$ cat config.mk
export PLATFORM = sky130hd
export DESIGN_NAME = sv32_mmu
export DESIGN_NICKNAME = d
export VERILOG_FILES = /design/src/logic/sv32_pkg.sv /design/src/logic/mmu_ifs.sv /design/src/logic/sv32_mmu.sv /design/src/logic/pte_checker.sv /design/src/logic/sv32_ptw.sv /design/src/logic/sv32_tlb.sv
export SDC_FILE = /design/constraint.sdc
export NUM_CORES = 1
export LEC_CHECK = 0
export BUFFER_PORTS_ARGS = -buffer_cell sky130_fd_sc_hd__buf_2
export CORE_UTILIZATION = 53
export CTS_CLUSTER_DIAMETER = 200
export DETAILED_ROUTE_END_ITERATION = 10
export HOLD_SLACK_MARGIN = 0.15
export PLACE_DENSITY = 0.75
export SYNTH_ARGS = -nofsm -noshare
export SYNTH_HDL_FRONTEND = slang
export SYNTH_SLANG_ARGS = --single-unit
$ cat constraint.sdc
create_clock -name clk -period 3.4 [get_ports clk]
set_input_delay 0.51 -clock clk [delete_from_list [all_inputs] [get_ports clk]]
set_output_delay 0.51 -clock clk [all_outputs]
set_load 0.02 [all_outputs]
$ cat src/logic/sv32_pkg.sv
package sv32_pkg;

    // flag bit positions in a pte
    localparam int PTE_V = 0;
    localparam int PTE_R = 1;
    localparam int PTE_W = 2;
    localparam int PTE_X = 3;
    localparam int PTE_U = 4;
    localparam int PTE_G = 5;
    localparam int PTE_A = 6;
    localparam int PTE_D = 7;

    localparam int VPN_W = 20;
    localparam int PPN_W = 22; // only the low 20 bits reach the bus

    typedef enum logic {
        PAGE_4K,
        PAGE_4M
    } page_size_e;

    typedef enum logic [1:0] {
        LEAF_PAGE,  // leaf pte to check
        LEAF_BARE,  // translation off
        LEAF_FAULT, // walk failed
        LEAF_ABORT  // walk flushed
    } leaf_kind_e;

    typedef struct packed {
        logic [11:0] ppn1;
        logic [9:0]  ppn0;
        logic [1:0]  rsw;
        logic [7:0]  flags;
    } pte_t;

    typedef enum logic [2:0] {
        WALK_IDLE,
        WALK_LOOKUP,
        WALK_MEM,
        WALK_PTE,
        WALK_DRAIN,
        WALK_EMIT
    } walk_state_e;

endpackage
$ cat src/logic/mmu_ifs.sv
// registered request plus tlb search result
interface lookup_if import sv32_pkg::*; ();
    logic       valid;
    logic [31:0] vaddr;
    logic       is_store;
    logic       hit;
    pte_t       pte;
    page_size_e size;

    modport tlb (output valid, vaddr, is_store, hit, pte, size);
    modport ptw (input  valid, vaddr, is_store, hit, pte, size);
endinterface

// one walk outcome pulse per request
interface leaf_if import sv32_pkg::*; ();
    logic        valid;
    leaf_kind_e  kind;
    logic [31:0] vaddr;
    logic        is_store;
    pte_t        pte;
    page_size_e  size;
    logic        from_walk;

    modport ptw (output valid, kind, vaddr, is_store, pte, size, from_walk);
    modport chk (input  valid, kind, vaddr, is_store, pte, size, from_walk);
endinterface

interface retire_if import sv32_pkg::*; ();
    logic             done;
    logic             fill;
    logic [VPN_W-1:0] vpn;
    pte_t             pte;
    page_size_e       size;

    modport chk (output done, fill, vpn, pte, size);
    modport tlb (input  done, fill, vpn, pte, size);
endinterface

$ cat src/logic/sv32_mmu.sv
module sv32_mmu #(
    parameter int TLB_ENTRIES = 4 // power of two from 2 to 16
) (
    input  logic        clk,
    input  logic        rst_n,
    input  logic        req_valid_i,
    input  logic [31:0] vaddr_i,
    input  logic        is_store_i,
    input  logic [21:0] satp_ppn_i,
    input  logic        mxr_i,
    input  logic        enable_i,
    input  logic        flush_i,
    output logic        busy_o,
    output logic        resp_valid_o,
    output logic [31:0] paddr_o,
    output logic        page_fault_o,
    output logic        mem_req_o,
    output logic [31:0] mem_addr_o,
    input  logic [31:0] mem_rdata_i,
    input  logic        mem_rvalid_i
);

    lookup_if lk_if ();
    leaf_if   lf_if ();
    retire_if rt_if ();

    sv32_tlb #(
        .TLB_ENTRIES (TLB_ENTRIES)
    ) u_tlb (
        .clk         (clk),
        .rst_n       (rst_n),
        .req_valid_i (req_valid_i),
        .vaddr_i     (vaddr_i),
        .is_store_i  (is_store_i),
        .flush_i     (flush_i),
        .busy_o      (busy_o),
        .lk          (lk_if.tlb),
        .rt          (rt_if.tlb)
    );

    sv32_ptw u_ptw (
        .clk          (clk),
        .rst_n        (rst_n),
        .enable_i     (enable_i),
        .flush_i      (flush_i),
        .satp_ppn_i   (satp_ppn_i),
        .mem_req_o    (mem_req_o),
        .mem_addr_o   (mem_addr_o),
        .mem_rdata_i  (mem_rdata_i),
        .mem_rvalid_i (mem_rvalid_i),
        .lk           (lk_if.ptw),
        .lf           (lf_if.ptw)
    );

    pte_checker u_chk (
        .clk          (clk),
        .rst_n        (rst_n),
        .mxr_i        (mxr_i),
        .resp_valid_o (resp_valid_o),
        .paddr_o      (paddr_o),
        .page_fault_o (page_fault_o),
        .lf           (lf_if.chk),
        .rt           (rt_if.chk)
    );

endmodule

$ cat src/logic/pte_checker.sv
module pte_checker import sv32_pkg::*; (
    input  logic        clk,
    input  logic        rst_n,
    input  logic        mxr_i,
    output logic        resp_valid_o,
    output logic [31:0] paddr_o,
    output logic        page_fault_o,
    leaf_if.chk         lf,
    retire_if.chk       rt
);

    logic [7:0]  fl;
    logic        misaligned;
    logic        perm_ok;
    logic        page_ok;
    logic        is_page;
    logic [31:0] leaf_paddr;

    assign fl         = lf.pte.flags;
    assign is_page    = (lf.kind == LEAF_PAGE);
    assign misaligned = (lf.size == PAGE_4M) && (lf.pte.ppn0 != '0); // superpage low ppn must be 0

    always_comb begin
        if (lf.is_store) begin
            perm_ok = fl[PTE_A] && fl[PTE_D] && fl[PTE_W];
        end else begin
            perm_ok = fl[PTE_A] && (fl[PTE_R] || (fl[PTE_X] && mxr_i));
        end
    end

    assign page_ok = perm_ok && !misaligned;

    always_comb begin
        if (lf.kind == LEAF_BARE) begin
            leaf_paddr = lf.vaddr;
        end else if (lf.size == PAGE_4M) begin
            leaf_paddr = {lf.pte.ppn1[9:0], lf.vaddr[21:0]};
        end else begin
            leaf_paddr = {lf.pte.ppn1[9:0], lf.pte.ppn0, lf.vaddr[11:0]};
        end
    end

    always_ff @(posedge clk or negedge rst_n) begin
        if (!rst_n) begin
            resp_valid_o <= 1'b0;
            page_fault_o <= 1'b0;
            rt.done      <= 1'b0;
            rt.fill      <= 1'b0;
        end else begin
            resp_valid_o <= lf.valid && ((is_page && page_ok) || lf.kind == LEAF_BARE);
            page_fault_o <= lf.valid && ((is_page && !page_ok) || lf.kind == LEAF_FAULT);
            rt.done      <= lf.valid; // aborts retire silently
            rt.fill      <= lf.valid && is_page && page_ok && lf.from_walk;
        end
    end

    always_ff @(posedge clk) begin
        if (lf.valid) begin
            paddr_o <= leaf_paddr;
            rt.vpn  <= lf.vaddr[31:12];
            rt.pte  <= lf.pte;
            rt.size <= lf.size;
        end
    end

endmodule

$ cat src/logic/sv32_ptw.sv
module sv32_ptw import sv32_pkg::*; (
    input  logic             clk,
    input  logic             rst_n,
    input  logic             enable_i,
    input  logic             flush_i,
    input  logic [PPN_W-1:0] satp_ppn_i,
    output logic             mem_req_o,
    output logic [31:0]      mem_addr_o,
    input  logic [31:0]      mem_rdata_i,
    input  logic             mem_rvalid_i,
    lookup_if.ptw            lk,
    leaf_if.ptw              lf
);

    walk_state_e state;
    page_size_e  level_q; // PAGE_4M while on level 1
    logic [31:0] vaddr_q;
    logic        is_store_q;
    pte_t        pte_q;
    leaf_kind_e  kind_q;
    logic        from_walk_q;
    logic [31:0] mem_addr_q;

    logic [19:0] table_ppn;
    logic [9:0]  vpn_idx;
    logic        pte_bad;
    logic        pte_leaf;

    // level 2 table comes from the pointer pte still in pte_q
    assign table_ppn = (level_q == PAGE_4M) ? satp_ppn_i[19:0] : {pte_q.ppn1[9:0], pte_q.ppn0};
    assign vpn_idx   = (level_q == PAGE_4M) ? vaddr_q[31:22] : vaddr_q[21:12];
    assign pte_bad   = !pte_q.flags[PTE_V] || (pte_q.flags[PTE_W] && !pte_q.flags[PTE_R]);
    assign pte_leaf  = pte_q.flags[PTE_R] || pte_q.flags[PTE_X];

    always_ff @(posedge clk or negedge rst_n) begin
        if (!rst_n) begin
            state       <= WALK_IDLE;
            level_q     <= PAGE_4M;
            vaddr_q     <= '0;
            is_store_q  <= 1'b0;
            pte_q       <= '0;
            kind_q      <= LEAF_BARE;
            from_walk_q <= 1'b0;
            mem_addr_q  <= '0;
        end else begin
            case (state)
                WALK_IDLE: if (lk.valid) begin
                    vaddr_q     <= lk.vaddr;
                    is_store_q  <= lk.is_store;
                    pte_q       <= lk.pte;
                    level_q     <= lk.hit ? lk.size : PAGE_4M;
                    from_walk_q <= 1'b0;
                    if (!enable_i) begin
                        kind_q <= LEAF_BARE;
                        state  <= WALK_EMIT;
                    end else if (lk.hit) begin
                        kind_q <= LEAF_PAGE;
                        state  <= WALK_EMIT;
                    end else begin
                        state <= WALK_LOOKUP;
                    end
                end
                WALK_LOOKUP: begin
                    mem_addr_q <= {table_ppn, vpn_idx, 2'b00};
                    kind_q     <= LEAF_ABORT;
                    state      <= flush_i ? WALK_EMIT : WALK_MEM;
                end
                WALK_MEM: begin
                    if (mem_rvalid_i) begin
                        pte_q <= pte_t'(mem_rdata_i);
                    end
                    if (flush_i) begin
                        state <= mem_rvalid_i ? WALK_EMIT : WALK_DRAIN; // kind_q still ABORT
                    end else if (mem_rvalid_i) begin
                        state <= WALK_PTE;
                    end
                end
                WALK_PTE: begin
                    state <= WALK_EMIT;
                    if (flush_i) begin
                        kind_q <= LEAF_ABORT;
                    end else if (pte_bad) begin
                        kind_q <= LEAF_FAULT;
                    end else if (pte_leaf) begin
                        kind_q      <= LEAF_PAGE;
                        from_walk_q <= 1'b1;
                    end else if (level_q == PAGE_4M) begin
                        level_q <= PAGE_4K; // descend through the pointer
                        state   <= WALK_LOOKUP;
                    end else begin
                        kind_q <= LEAF_FAULT;
                    end
                end
                WALK_DRAIN: if (mem_rvalid_i) begin
                    state <= WALK_EMIT;
                end
                default: state <= WALK_IDLE; // WALK_EMIT lasts one cycle
            endcase
        end
    end

    assign lf.valid     = (state == WALK_EMIT);
    assign lf.kind      = kind_q;
    assign lf.vaddr     = vaddr_q;
    assign lf.is_store  = is_store_q;
    assign lf.pte       = pte_q;
    assign lf.size      = level_q;
    assign lf.from_walk = from_walk_q;

    assign mem_req_o  = (state == WALK_MEM);
    assign mem_addr_o = mem_addr_q;

endmodule

$ cat src/logic/sv32_tlb.sv
module sv32_tlb import sv32_pkg::*; #(
    parameter int TLB_ENTRIES = 4
) (
    input  logic        clk,
    input  logic        rst_n,
    input  logic        req_valid_i,
    input  logic [31:0] vaddr_i,
    input  logic        is_store_i,
    input  logic        flush_i,
    output logic        busy_o,
    lookup_if.tlb       lk,
    retire_if.tlb       rt
);

    localparam int IDX_W = $clog2(TLB_ENTRIES);

    logic [TLB_ENTRIES-1:0] ent_valid;
    logic [VPN_W-1:0]       ent_vpn  [TLB_ENTRIES];
    pte_t                   ent_pte  [TLB_ENTRIES];
    page_size_e             ent_size [TLB_ENTRIES];
    logic [IDX_W-1:0]       fill_ptr; // round robin victim

    logic                   busy_q;
    logic                   accept;
    logic [VPN_W-1:0]       req_vpn;
    logic [TLB_ENTRIES-1:0] match;
    logic                   hit_c;
    pte_t                   hit_pte_c;
    page_size_e             hit_size_c;

    assign req_vpn = vaddr_i[31:12];
    assign accept  = req_valid_i && !busy_q;
    assign busy_o  = busy_q;

    always_comb begin
        for (int i = 0; i < TLB_ENTRIES; i++) begin
            if (ent_size[i] == PAGE_4M) begin
                match[i] = ent_valid[i] && (ent_vpn[i][19:10] == req_vpn[19:10]);
            end else begin
                match[i] = ent_valid[i] && (ent_vpn[i] == req_vpn);
            end
        end
    end

    always_comb begin
        hit_pte_c  = '0;
        hit_size_c = PAGE_4K;
        for (int i = 0; i < TLB_ENTRIES; i++) begin
            if (match[i]) begin
                hit_pte_c  = ent_pte[i];
                hit_size_c = ent_size[i];
            end
        end
    end

    assign hit_c = (|match) && !flush_i; // entries die this cycle on flush

    always_ff @(posedge clk or negedge rst_n) begin
        if (!rst_n) begin
            busy_q   <= 1'b0;
            lk.valid <= 1'b0;
        end else begin
            lk.valid <= accept;
            if (accept) begin
                busy_q <= 1'b1;
            end else if (rt.done) begin
                busy_q <= 1'b0;
            end
        end
    end

    always_ff @(posedge clk) begin
        if (accept) begin
            lk.vaddr    <= vaddr_i;
            lk.is_store <= is_store_i;
            lk.hit      <= hit_c;
            lk.pte      <= hit_pte_c;
            lk.size     <= hit_size_c;
        end
    end

    always_ff @(posedge clk or negedge rst_n) begin
        if (!rst_n) begin
            ent_valid <= '0;
            fill_ptr  <= '0;
        end else if (flush_i) begin
            ent_valid <= '0;
        end else if (rt.fill) begin
            ent_valid[fill_ptr] <= 1'b1;
            fill_ptr            <= fill_ptr + IDX_W'(1);
        end
    end

    always_ff @(posedge clk) begin
        if (rt.fill && !flush_i) begin
            ent_vpn[fill_ptr]  <= rt.vpn;
            ent_pte[fill_ptr]  <= rt.pte;
            ent_size[fill_ptr] <= rt.size;
        end
    end

endmodule

# After elaboration in Yosys (flattened, before gate mapping)
# Memory sizes are Yosys's and may differ from the RTL's.
# Cells that the tools add are included.
# totals
regBits	266
wordCells	180
out_inout_bits	68
mem_count	3
mem_bits_rw	212
# op_classes
reduce_logical	53
add_sub_neg	1
bitwise_logic	2
magnitude_cmp	2
eq_ne	25
mux	60
# mem_list
memory	words	width	rd	rd_ports_with_merged_regs	wr	line	text
u_tlb.ent_pte	4	32	4	0	1	sv32_tlb.sv:19	pte_t ent_pte [TLB_ENTRIES];
u_tlb.ent_vpn	4	20	4	0	1	sv32_tlb.sv:18	logic [VPN_W-1:0] ent_vpn [TLB_ENTRIES];
u_tlb.ent_size	4	1	4	0	1	sv32_tlb.sv:20	page_size_e ent_size [TLB_ENTRIES];
# op_table
op	count
$mux W32	7
$eq A20 B20 Y1	4
$pmux W32 S2	1
$eq A10 B10 Y1	4
$mux W3	11
$logic_and A1 B1 Y1	26
$mux W1	24
$mux W22	1
$mux W20	1
$pmux W3 S5	1
$mux W2	7
$mux W10	1
$ne A2 B2 Y1 const B	5
$reduce_and A5 Y1	2
$reduce_bool A10 Y1	1
$mux W4	2
$reduce_bool A2 Y1	4
$eq A3 B2 Y1 const B	2
$eq A3 B3 Y1 const B	2
$logic_not A1 Y1	6
$pmux W2 S3	1
$reduce_and A3 Y1	2
$logic_or A1 B1 Y1	5
$ne A5 B5 Y1 const B	1
19 further kinds	22

# Depth between registers and ports, before layout
# depth
ltp_word	9
mapped_depth	9

# By module
# A second synthesis with hierarchy kept.
# unflattened
cells_unflattened	1146
hier_area_um2	18858.1
# modules_own_cells
mod	n_inst	area_each_um2	cells_per_inst
sv32_tlb	1	11193.2	624
sv32_ptw	1	4667.0	399
pte_checker	1	2997.9	123

# Least setup slack after synthesis
# No wires, ideal clock.
# synth_timing
path_kind	register to register
start	register u_tlb.busy_q (netlist: u_tlb.busy_o)
end	register u_tlb.lk.hit (enable)
arrival_ps	3221
setup_time_ps	487
path_buffers	0
required_time_ps	2913
path_stages_with_launch	2
slack_ps	-309
synth_period_minus_slack_ps	3709
path_cell_list	dfrtp_1 nor2b_1
# synth_between
elab_chain_cells	2
# synth_lines
element	line	text
from (decl)	sv32_tlb.sv:23	logic busy_q;
from (signal assigned)	sv32_tlb.sv:60	busy_q <= 1'b0;
from (signal assigned)	sv32_tlb.sv:65	busy_q <= 1'b1;
from (signal assigned)	sv32_tlb.sv:67	busy_q <= 1'b0;
$logic_not A1 Y1	sv32_tlb.sv:32	assign accept = req_valid_i && !busy_q;
$logic_and A1 B1 Y1	sv32_tlb.sv:32	
net u_tlb.accept	sv32_tlb.sv:24	logic accept;
to (signal assigned)	sv32_tlb.sv:76	lk.hit <= hit_c;
to (decl)	mmu_ifs.sv:10	modport tlb (output valid, vaddr, is_store, hit, pte, size);
# The timed path passes the listed nets, and every way through them passes these cells.
# A chain may end at the register's enable or synchronous reset.

# Worst setup path after layout
# layout_timing
start	register u_ptw.state[1]
end	output mem_req_o
# layout_between
elab_chain_cells	1
# layout_lines
element	line	text
from (decl)	sv32_ptw.sv:15	walk_state_e state;
from (signal assigned)	sv32_ptw.sv:66	state <= flush_i ? WALK_EMIT : WALK_MEM;
from (signal assigned)	sv32_ptw.sv:73	state <= mem_rvalid_i ? WALK_EMIT : WALK_DRAIN;
$eq A3 B2 Y1	sv32_ptw.sv:110	assign mem_req_o = (state == WALK_MEM);
to (decl)	sv32_mmu.sv:17	output logic mem_req_o,
# Every way passes these cells.

==> metrics.cfg <==
[floorplan]
design.die.area_mm2 = 0.03239
die_y_um = 180.0
chipWidth_um = 180.0
start_util = 0.5431
io_pins = 162
rows = 64
core-area_mm2 = 0.03091

[pwr]
design_power_total_uw = 14840
irDropWorstVdd_mv = 0.5834
leakage_uw = 0.007094
p_per_area_mw_per_mm2 = 761.1

[sta]
setup_viol = 0
worst_slack_ns = 0.5449
final_hold_viol_count = 0
post-route-min-period_ns = 2.855
period_share = 0.8397
fin_tns_setup_ns = 0
max_freq_ghz = 0.3503
slew_headroom = 0.4124
skew_ns = 0.008820
tightest_slew_ns = 0.8814
report.final.slew_viol_count = 0
rsz0062_at_grt = false

[setup_path]
r2r.worst_path.cells = 7
crit_path_end = mem_req_o
slowest_stage = dfrtp_1
crit_chain = nor3b_2, buf_4, buf_2
critPathMaxFanout = 28
r2r-start = u_tlb.ent_vpn[0][3]
critical_path_class = reg2out
required_ns = 2.89
critPathArrivalTime_ns = 2.35
start_kind = flop
rrSetupSlack_ns = 0.99
regToRegEndpoint = u_tlb.lk.pte[7]
max_stage_delay_ns = 0.62
cp-end-kind = primary output
critPathLaunch = u_ptw.state[1]

[placement]
placed_area_mm2 = 0.01802
hpwlAfterDp_um = 22990
dp_slack_ns = 0.6547
io_buffers = 151
place_congestion = 0.8256

[finish]
fillers = 2215
fin_area_mm2 = 0.01950
area_growth_pct = 16.18
layout.nets = 1324
drive_gt1_frac = 0.2429

[synthesis]
synthArstFlopShare = 0.2477
avgSynthCellArea_um2 = 15.97
synth_cells = 1051
synth_area_leader_cell = edfxtp_1
ys_types = 49
synth_area_leaders = edfxtp_1 59%, dfrtp_1 16%, mux2_2 3.7%, mux2i_1 3.3%, xnor2_1 2.9%
synth_top_area_frac = 0.5868
synthTopCellsByCount = 328 x edfxtp_1, 112 x nand2_1, 106 x dfrtp_1, 56 x mux2i_1, 56 x xnor2_1
ys_ff_latch = 436
yosysSeqAreaShare = 0.7479
netlist_area_mm2 = 0.01679
yosys_warnings = 0
synthFlopType = edfxtp_1
synth.most_common_cell = edfxtp_1
synth_edf_count = 328

[cts]
clk_latency_ns = 0.53
path_clk_slew_ns = 0.06
clock_sinks = 436
cts_tree = built
cts_made_buffers = 43
postCtsSetupBuffers = 0
cts_buffer_depth = 3
cts_max_level = 2
clock-root-buffer = clkbuf_16

[routing]
ant_nets = 0
totalWireLength_um = 37400
vias = 9384
firstDrtPassIters = 10
wire_per_inst_um = 22.57
drc = 10
avgViaCountPerCell = 5.663
first_iter_violations = 968

[run]
max_cap_viol_count = 0

[min_path]
hp-class = in2reg
hold_start = is_store_i

[run_status]
status = complete, but fails checks
violations = DRC

[global_route]
grt_overflow_total = 0
grt_usage = 0.2344
grt_pass1_vias = 9583
antenna_found_initial = 4
grt_max_degree = 63
grt_pass1_wl_um = 56540

-- worst min path at each step --
stage | endpoint | slack [ns] | cells after the start
after detailed placement | u_tlb.busy_o | 0.42 | 1
after floorplan | u_chk.page_fault_o | 0.21 | 0
after global routing | u_tlb.lk.is_store | 0.19 | 1
final | u_tlb.lk.is_store | 0.20 | 1
after global placement | u_chk.paddr_o[1] | 0.42 | 0
after CTS | u_ptw.state[1] | 0.19 | 2
-- layout by cell type (no fill, tap or decap), types with 7 or more instances in the layout --
master         instances
mux2i_1               56
dlygate4sd3_1         13
buf_12                 7
mux2_2                55
dfrtp_1              106
clkbuf_16             45
xnor2_1               56
a21oi_1               38
nand4_1               12
clkbuf_1              17
inv_1                  8
buf_4                 13
nor2_1                43
a32oi_1               26
edfxtp_1             328
o21ai_0               33
buf_2                150
o21bai_1              26
xnor2_2                7
nand2_1              112
xor2_1                19
nor4_1                 8
-- sequential cells by signal (all words and copies together), names as in the netlist, 20 cells and up --
signal / flops
u_tlb.ent_pte: 104
u_tlb.ent_vpn: 80
u_chk.paddr_o: 32
u_ptw.lf.vaddr: 32
u_tlb.lk.vaddr: 32
u_ptw.mem_addr_o: 30
u_chk.rt.pte: 26
u_ptw.lf.pte: 26
u_tlb.lk.pte: 26
u_chk.rt.vpn: 20
-- through the flow --
| stage | instances | hold slack, ns | utilization |
|---|---|---|---|
| after global placement | 1564 | 0.4243 | 0.5830 |
| after global routing | 1657 | 0.1875 | 0.6310 |
| final | 1657 | 0.1990 | 0.6310 |
| after detailed placement | 1564 | 0.4187 | 0.5830 |
| after floorplan | 1052 | 0.2144 | - |
| after CTS | 1656 | 0.1888 | 0.6309 |
-- metal layers --
metal  routed length, um  GRT usage
met5                  13          0
met4                1018    0.08586
met3                3355    0.05024
met2               17490     0.3746
met1               15520     0.3188
-- power by group --
group	leakage [uW]	switching [uW]	internal, uW
registers	0.00429	888	6850
clock network	0.000656	1900	2640
logic	0.00215	1510	1060
-- area by class of cell --
| class | instances | area [um2] | share of cell area |
|---|---|---|---|
| well taps | 396 | 495.5 | 0.02541 |
| diodes | 1 | 2.502 | 0.0001283 |
| repair buffers | 183 | 1119 | 0.05736 |
| flip-flops and latches | 436 | 12550 | 0.6437 |
| inverters | 9 | 35.03 | 0.001796 |
| clock buffers | 68 | 1272 | 0.06525 |
| clock inverters | 11 | 76.32 | 0.003914 |
| multi-input cells | 553 | 3948 | 0.2024 |
-- critical path, delay by kind of cell, from the launching register on --
family / cells / cell delay (ns)
AND/OR/NAND/NOR: 1 / 0.36
buffers and inverters: 2 / 0.83
flip-flops: 1 / 0.62
-- cell families after synthesis --
| group | count (synthesis) | share of synthesized area |
|---|---|---|
| DFF | 436 | 0.7479 |
| and+or+nand+nor | 211 | 0.05546 |
| AOI/OAI and AO/OA | 143 | 0.05747 |
| muxes | 111 | 0.07029 |
| xor gates and xnor gates | 82 | 0.04592 |
| buffers and inverters | 63 | 0.01975 |
| adders and majority gates | 4 | 0.002982 |
| other | 1 | 0.0002234 |
-- what timing repair did --
item / CTS / global route
resized for setup: 0 / 0
setup endpoints to repair: 0 / 0
hold buffers: 13 / 0
hold endpoints to repair: 68 / 0
(Power assumes the default switching activity.)
